$ cat config.mk
export PLATFORM = sky130hd
export DESIGN_NAME = victim_select
export DESIGN_NICKNAME = d
export VERILOG_FILES = /design/src/hdl/cache_pkg.sv /design/src/hdl/victim_select.sv
export VERILOG_INCLUDE_DIRS = /design/src /design/src/include
export SDC_FILE = /design/constraint.sdc
export NUM_CORES = 1
export LEC_CHECK = 0
export BUFFER_PORTS_ARGS = -buffer_cell sky130_fd_sc_hd__buf_4
export CORE_MARGIN = 1.5
export CORE_UTILIZATION = 60
export CTS_CLUSTER_DIAMETER = 120
export CTS_CLUSTER_SIZE = 14
export DETAILED_ROUTE_END_ITERATION = 10
export GPL_ROUTABILITY_DRIVEN = 0
export GPL_TIMING_DRIVEN = 0
export PLACE_DENSITY = 0.82
export SYNTH_ARGS = -nofsm -noshare
export SYNTH_HDL_FRONTEND = slang
export SYNTH_SLANG_ARGS = --single-unit
$ cat constraint.sdc
create_clock -name clk -period 4.5 [get_ports clk]
set_input_delay 0.45 -clock clk [delete_from_list [all_inputs] [get_ports clk]]
set_output_delay 0.45 -clock clk [all_outputs]
set_load 0.02 [all_outputs]
$ cat src/include/cache_config.svh
`ifndef CACHE_CONFIG_SVH
`define CACHE_CONFIG_SVH

//////////////////////////////////////////////////
// Cache geometry
//////////////////////////////////////////////////

// Word select within a line, eight words
`define CACHE_OFFSET_WIDTH 3

// Set index, 64 sets
`define CACHE_INDEX_WIDTH 6

// Word address bits left over for the tag
`define CACHE_TAG_WIDTH (30 - `CACHE_OFFSET_WIDTH - `CACHE_INDEX_WIDTH)

// Number of sets per way
`define CACHE_DEPTH (1 << `CACHE_INDEX_WIDTH)

// Words per cache line
`define CACHE_LINE_WORDS (1 << `CACHE_OFFSET_WIDTH)

`endif

$ cat src/hdl/cache_pkg.sv
`include "cache_config.svh"

package cache_pkg;

    //////////////////////////////////////////////////
    // Shared cache types
    //////////////////////////////////////////////////

    // One data word
    typedef logic [31:0] word_t;

    // Per-byte write strobes, bit 0 for the low byte
    typedef logic [3:0] byte_en_t;

    // Way number within a set
    typedef enum logic {
        WAY0 = 1'b0,
        WAY1 = 1'b1
    } way_t;

    // Stored line tag
    typedef logic [`CACHE_TAG_WIDTH-1:0] tag_t;

endpackage

$ cat src/hdl/victim_select.sv
`timescale 1ns/1ps
`include "cache_config.svh"

module victim_select
    import cache_pkg::*;
(
    input  logic                          clk,
    input  logic                          arst_n,
    input  logic                          enable,
    input  logic                          cmp,
    input  logic                          write,
    input  logic [`CACHE_INDEX_WIDTH-1:0] index,
    input  logic                          valid0,
    input  logic                          valid1,
    input  way_t                          hit_way,
    input  logic                          hit,
    output way_t                          victim,
    output way_t                          victim_latched
);

    // Most recently used way of each set, 0 means way 0
    logic [`CACHE_DEPTH-1:0] mru_bits;

    // Access strobes
    logic victim_rd;
    logic fill_wr;
    logic cmp_hit;

    assign victim_rd = enable & ~cmp & ~write;
    assign fill_wr   = enable & ~cmp & write;
    assign cmp_hit   = enable & cmp & hit;

    // Invalid way first, lowest number wins
    // Full set takes the way that was not used last
    always_comb begin
        if (!valid0) begin
            victim = WAY0;
        end else if (!valid1) begin
            victim = WAY1;
        end else begin
            victim = way_t'(~mru_bits[index]);
        end
    end

    // Victim held from the eviction read through all fills
    always_ff @(posedge clk or negedge arst_n) begin
        if (!arst_n) begin
            victim_latched <= WAY0;
        end else if (victim_rd) begin
            victim_latched <= victim;
        end
    end

    // MRU follows hits and fills
    always_ff @(posedge clk or negedge arst_n) begin
        if (!arst_n) begin
            mru_bits <= '0;
        end else if (cmp_hit) begin
            mru_bits[index] <= hit_way;
        end else if (fill_wr) begin
            mru_bits[index] <= victim_latched;
        end
    end

endmodule

==> qor.txt <==
number of non-filler instances in the completed layout -> 447
most numerous cell types in the synthesized netlist -> 65 x sky130_fd_sc_hd__dfrtp_1, 38 x sky130_fd_sc_hd__a21oi_1, 35 x sky130_fd_sc_hd__o21ai_0, 33 x sky130_fd_sc_hd__a31oi_1, 33 x sky130_fd_sc_hd__o31ai_1
Least-Margin Pin Slew -> 1.16 ns
overall global routing resource usage -> 0.339
Setup Viol. Count Final -> 0
number of nets with antenna violations after routing -> 0
CTS Root Cell -> sky130_fd_sc_hd__clkbuf_8
clock transition time at the flip-flop clock pins of the worst setup and hold paths -> 0.07 ns
Clock Sink Count -> 65
H-tree levels -> 3
critical path buffer and inverter count -> 1
final critical-path share of the clock period -> 0.673
final number of hold-violating endpoints -> 0
library cell contributing the largest single delay on the critical path -> sky130_fd_sc_hd__or4_4
Critical path origin -> mru_bits[60]
HPWL after DPL -> 6.48 mm
CP Depth -> 6
post-CTS sizing -> 0
max-slew violation count -> 0
internal power -> 1.10 mW
max-cap check violation count -> 0
Crit path largest cell delay -> 0.48 ns
cell count after synthesis -> 345
post-route core utilization -> 0.698
maximum vdd drop -> 0.301 mV
dpl cell area -> 3610 sq um
antenna violations before repair -> 0
fraction of registers with async set/reset -> 1.00
global-route wire length before repair -> 15.6 mm
ratio of routed vias to standard cells -> 7.07
number of design-rule violations left by the first detailed-router iteration -> 464
residual DRC count -> 0
vias in the first global route -> 3004
Congestion Overflow GR -> 0
Peak Freq -> 330 MHz
top cell type by total area after synthesis -> sky130_fd_sc_hd__dfrtp_1
initial cell density of the core -> 0.621
worst setup slack before clock tree synthesis -> 1.61 ns
critical path class -> flop to output pin
post-synthesis to final-layout area growth -> 12.4%
PD cells -> 404 nW/um^2
net switching power -> 0.454 mW
average footprint of a synthesized cell -> 9.91 sq um
post-route worst hold slack -> 0.194 ns
nets -> 385
TritonCTS clock tree -> built
Logic pwr share -> 0.177
Clk network pwr share -> 0.366
router iterations before antenna repair -> 5
die outline width -> 78.5 um
list of cells traversed by the critical path -> mux2_4, a221oi_2, o31ai_1, or4_4, o41ai_2, buf_4
nature of the critical path endpoint -> output pin
arrival time worst endpoint -> 2.58 ns
fraction of layout cells with a size suffix above 1 -> 0.149
sequential element share of the synthesized area -> 0.476
end of the worst register-to-register path -> victim_latched
WL final -> 9.64 mm
unrepaired setup endpoints after global routing -> false
number of diodes added for antenna fixing -> 0
Syn. warnings -> 0
run status -> completed
most frequently used flop master after synthesis -> sky130_fd_sc_hd__dfrtp_1
fraction of post-synthesis cell area in the top cell type by area -> 0.476
Vert. Die Dim -> 78.5 um
Sequential Power Share -> 0.457
leakage -> 1.64 nW
number of placed I/O pins -> 17
core area -> 5510 sq um
count of standard-cell rows -> 27
count of unique library cells instantiated by Yosys -> 47
number of hold-repair buffers added at the cts stage -> 0
clock latency on the worst-skew pair -> 0.34 ns
final period demand of the worst path -> 3.03 ns
peak fanout along the critical path -> 2
routed length per instance -> 21.6 um
relative slew slack -> 0.207
Switching Share -> 0.292
origin of the critical flop-to-flop path -> mru_bits[60]
FF+latch count, synth -> 65
number of enable flip-flop cells after synthesis -> 0
synthesized area -> 3420 sq um
synthesized netlist net count -> 360
Inserted Clock Buffers -> 9
buffers inserted during post-CTS setup optimization -> 0
cells on worst reg2reg path -> 6
fin worst setup slack -> 1.47 ns
total negative setup slack -> 0 ns
reg-to-reg setup timing slack -> 2.19 ns
clock skew -> 0.00894 ns
dominant cells by area after synthesis -> sky130_fd_sc_hd__dfrtp_1 48%, sky130_fd_sc_hd__o31ai_1 7.2%, sky130_fd_sc_hd__a31oi_1 6.0%, sky130_fd_sc_hd__a21oi_1 5.6%, sky130_fd_sc_hd__o21ai_0 5.1%
clock buffer depth -> 2
Critical Path Sink -> victim
IO Port Bufs -> 14
largest net degree at the start of global routing -> 66
die area -> 6160 sq um
Design Power -> 1.55 mW
worst endpoint required time -> 4.05 ns
crit path launch type -> flop
final std cell area, no fill -> 3840 sq um
Cell Count Post-Placement -> 431
total number of vias -> 3161
cell with the most instances after synthesis -> sky130_fd_sc_hd__dfrtp_1
Hold Crit Class -> input pin to asynchronous set/reset pin
largest delay contributor family on the critical path -> compound AO/OA/AOI/OAI gates
==> layer usage <==
metal  vias to the layer above  GRT usage  share of wire
met5                         -          0              0
met4                         0      0.166          0.041
met3                        43     0.0767          0.076
met2                       194      0.526           0.47
met1                      1537      0.450           0.41
li1                       1387          -              -
==> cells by family (layout without fill, tap and decap cells) <==
family                 after synthesis  count (layout)  synth area share
and+or+nand+nor                     63              63             0.113
muxes                               17              17            0.0611
DFF                                 65              65             0.476
AOI/OAI and AO/OA                  162             162             0.300
buffers and inverters               38              68            0.0498
==> flip-flops by register name (all words and copies together), names as in the netlist <==
register	cells
mru_bits	64
victim_latched	1
==> power groups by stage <==
stage	clock (mW)	sequential [mW]	combinational, mW
floorplan	0	0.697	0.184
global placement	0	0.716	0.256
detailed placement	0	0.718	0.265
CTS	0.570	0.707	0.268
global route	0.591	0.714	0.303
finish	0.568	0.710	0.275
==> cell type report <==
type	count	area (sq um)
tap	72	90.1
clock buffer	11	151
inverter	3	11.3
timing repair buffer	14	105
multi-input combinational	242	1620
buffer	35	159
clock inverter	5	77.6
sequential	65	1630
fill	440	1660
==> worst reg2reg max path: cells and delay by family (launching register included) <==
kind,cells,cell delay (ns)
and+or+nand+nor,1,0.48
DFF,1,0.38
muxes,2,0.51
AOI/OAI and AO/OA,3,0.88
==> cell usage in the layout (no fill, tap or decap), types with 2 or more instances in the layout <==
cell	n
sky130_fd_sc_hd__or2_2	3
sky130_fd_sc_hd__mux2_2	4
sky130_fd_sc_hd__clkbuf_8	11
sky130_fd_sc_hd__nand3_1	4
sky130_fd_sc_hd__clkbuf_1	24
sky130_fd_sc_hd__and3b_1	4
sky130_fd_sc_hd__buf_4	14
sky130_fd_sc_hd__nand2_1	9
sky130_fd_sc_hd__a31oi_1	33
sky130_fd_sc_hd__inv_1	3
sky130_fd_sc_hd__o22ai_1	5
sky130_fd_sc_hd__nor3b_1	6
sky130_fd_sc_hd__mux2i_1	10
sky130_fd_sc_hd__and3_1	7
sky130_fd_sc_hd__o21ai_0	35
sky130_fd_sc_hd__or3b_2	2
sky130_fd_sc_hd__nor3_1	4
sky130_fd_sc_hd__nor2_1	8
sky130_fd_sc_hd__a211o_1	3
sky130_fd_sc_hd__or3_1	2
sky130_fd_sc_hd__a221oi_1	4
sky130_fd_sc_hd__a21oi_1	38
sky130_fd_sc_hd__a311o_1	2
sky130_fd_sc_hd__buf_2	7
sky130_fd_sc_hd__nand2b_1	2
sky130_fd_sc_hd__bufinv_16	2
sky130_fd_sc_hd__nand3b_1	5
sky130_fd_sc_hd__buf_1	2
sky130_fd_sc_hd__dfrtp_1	65
sky130_fd_sc_hd__o31ai_1	33
sky130_fd_sc_hd__clkinv_2	2
sky130_fd_sc_hd__nor2b_1	2
==> worst min path at each step <==
stage	startpoint	endpoint	slack, ns	depth (start not counted)
2_1_floorplan	arst_n	mru_bits[0]	0.15	0
3_3_place_gp	mru_bits[47]	mru_bits[47]	0.49	2
3_5_place_dp	mru_bits[36]	mru_bits[36]	0.50	2
4_1_cts	arst_n	mru_bits[14]	0.22	1
5_1_grt	arst_n	mru_bits[62]	0.25	1
6_report	arst_n	mru_bits[14]	0.19	1
Power figures use the tool's default switching activity.
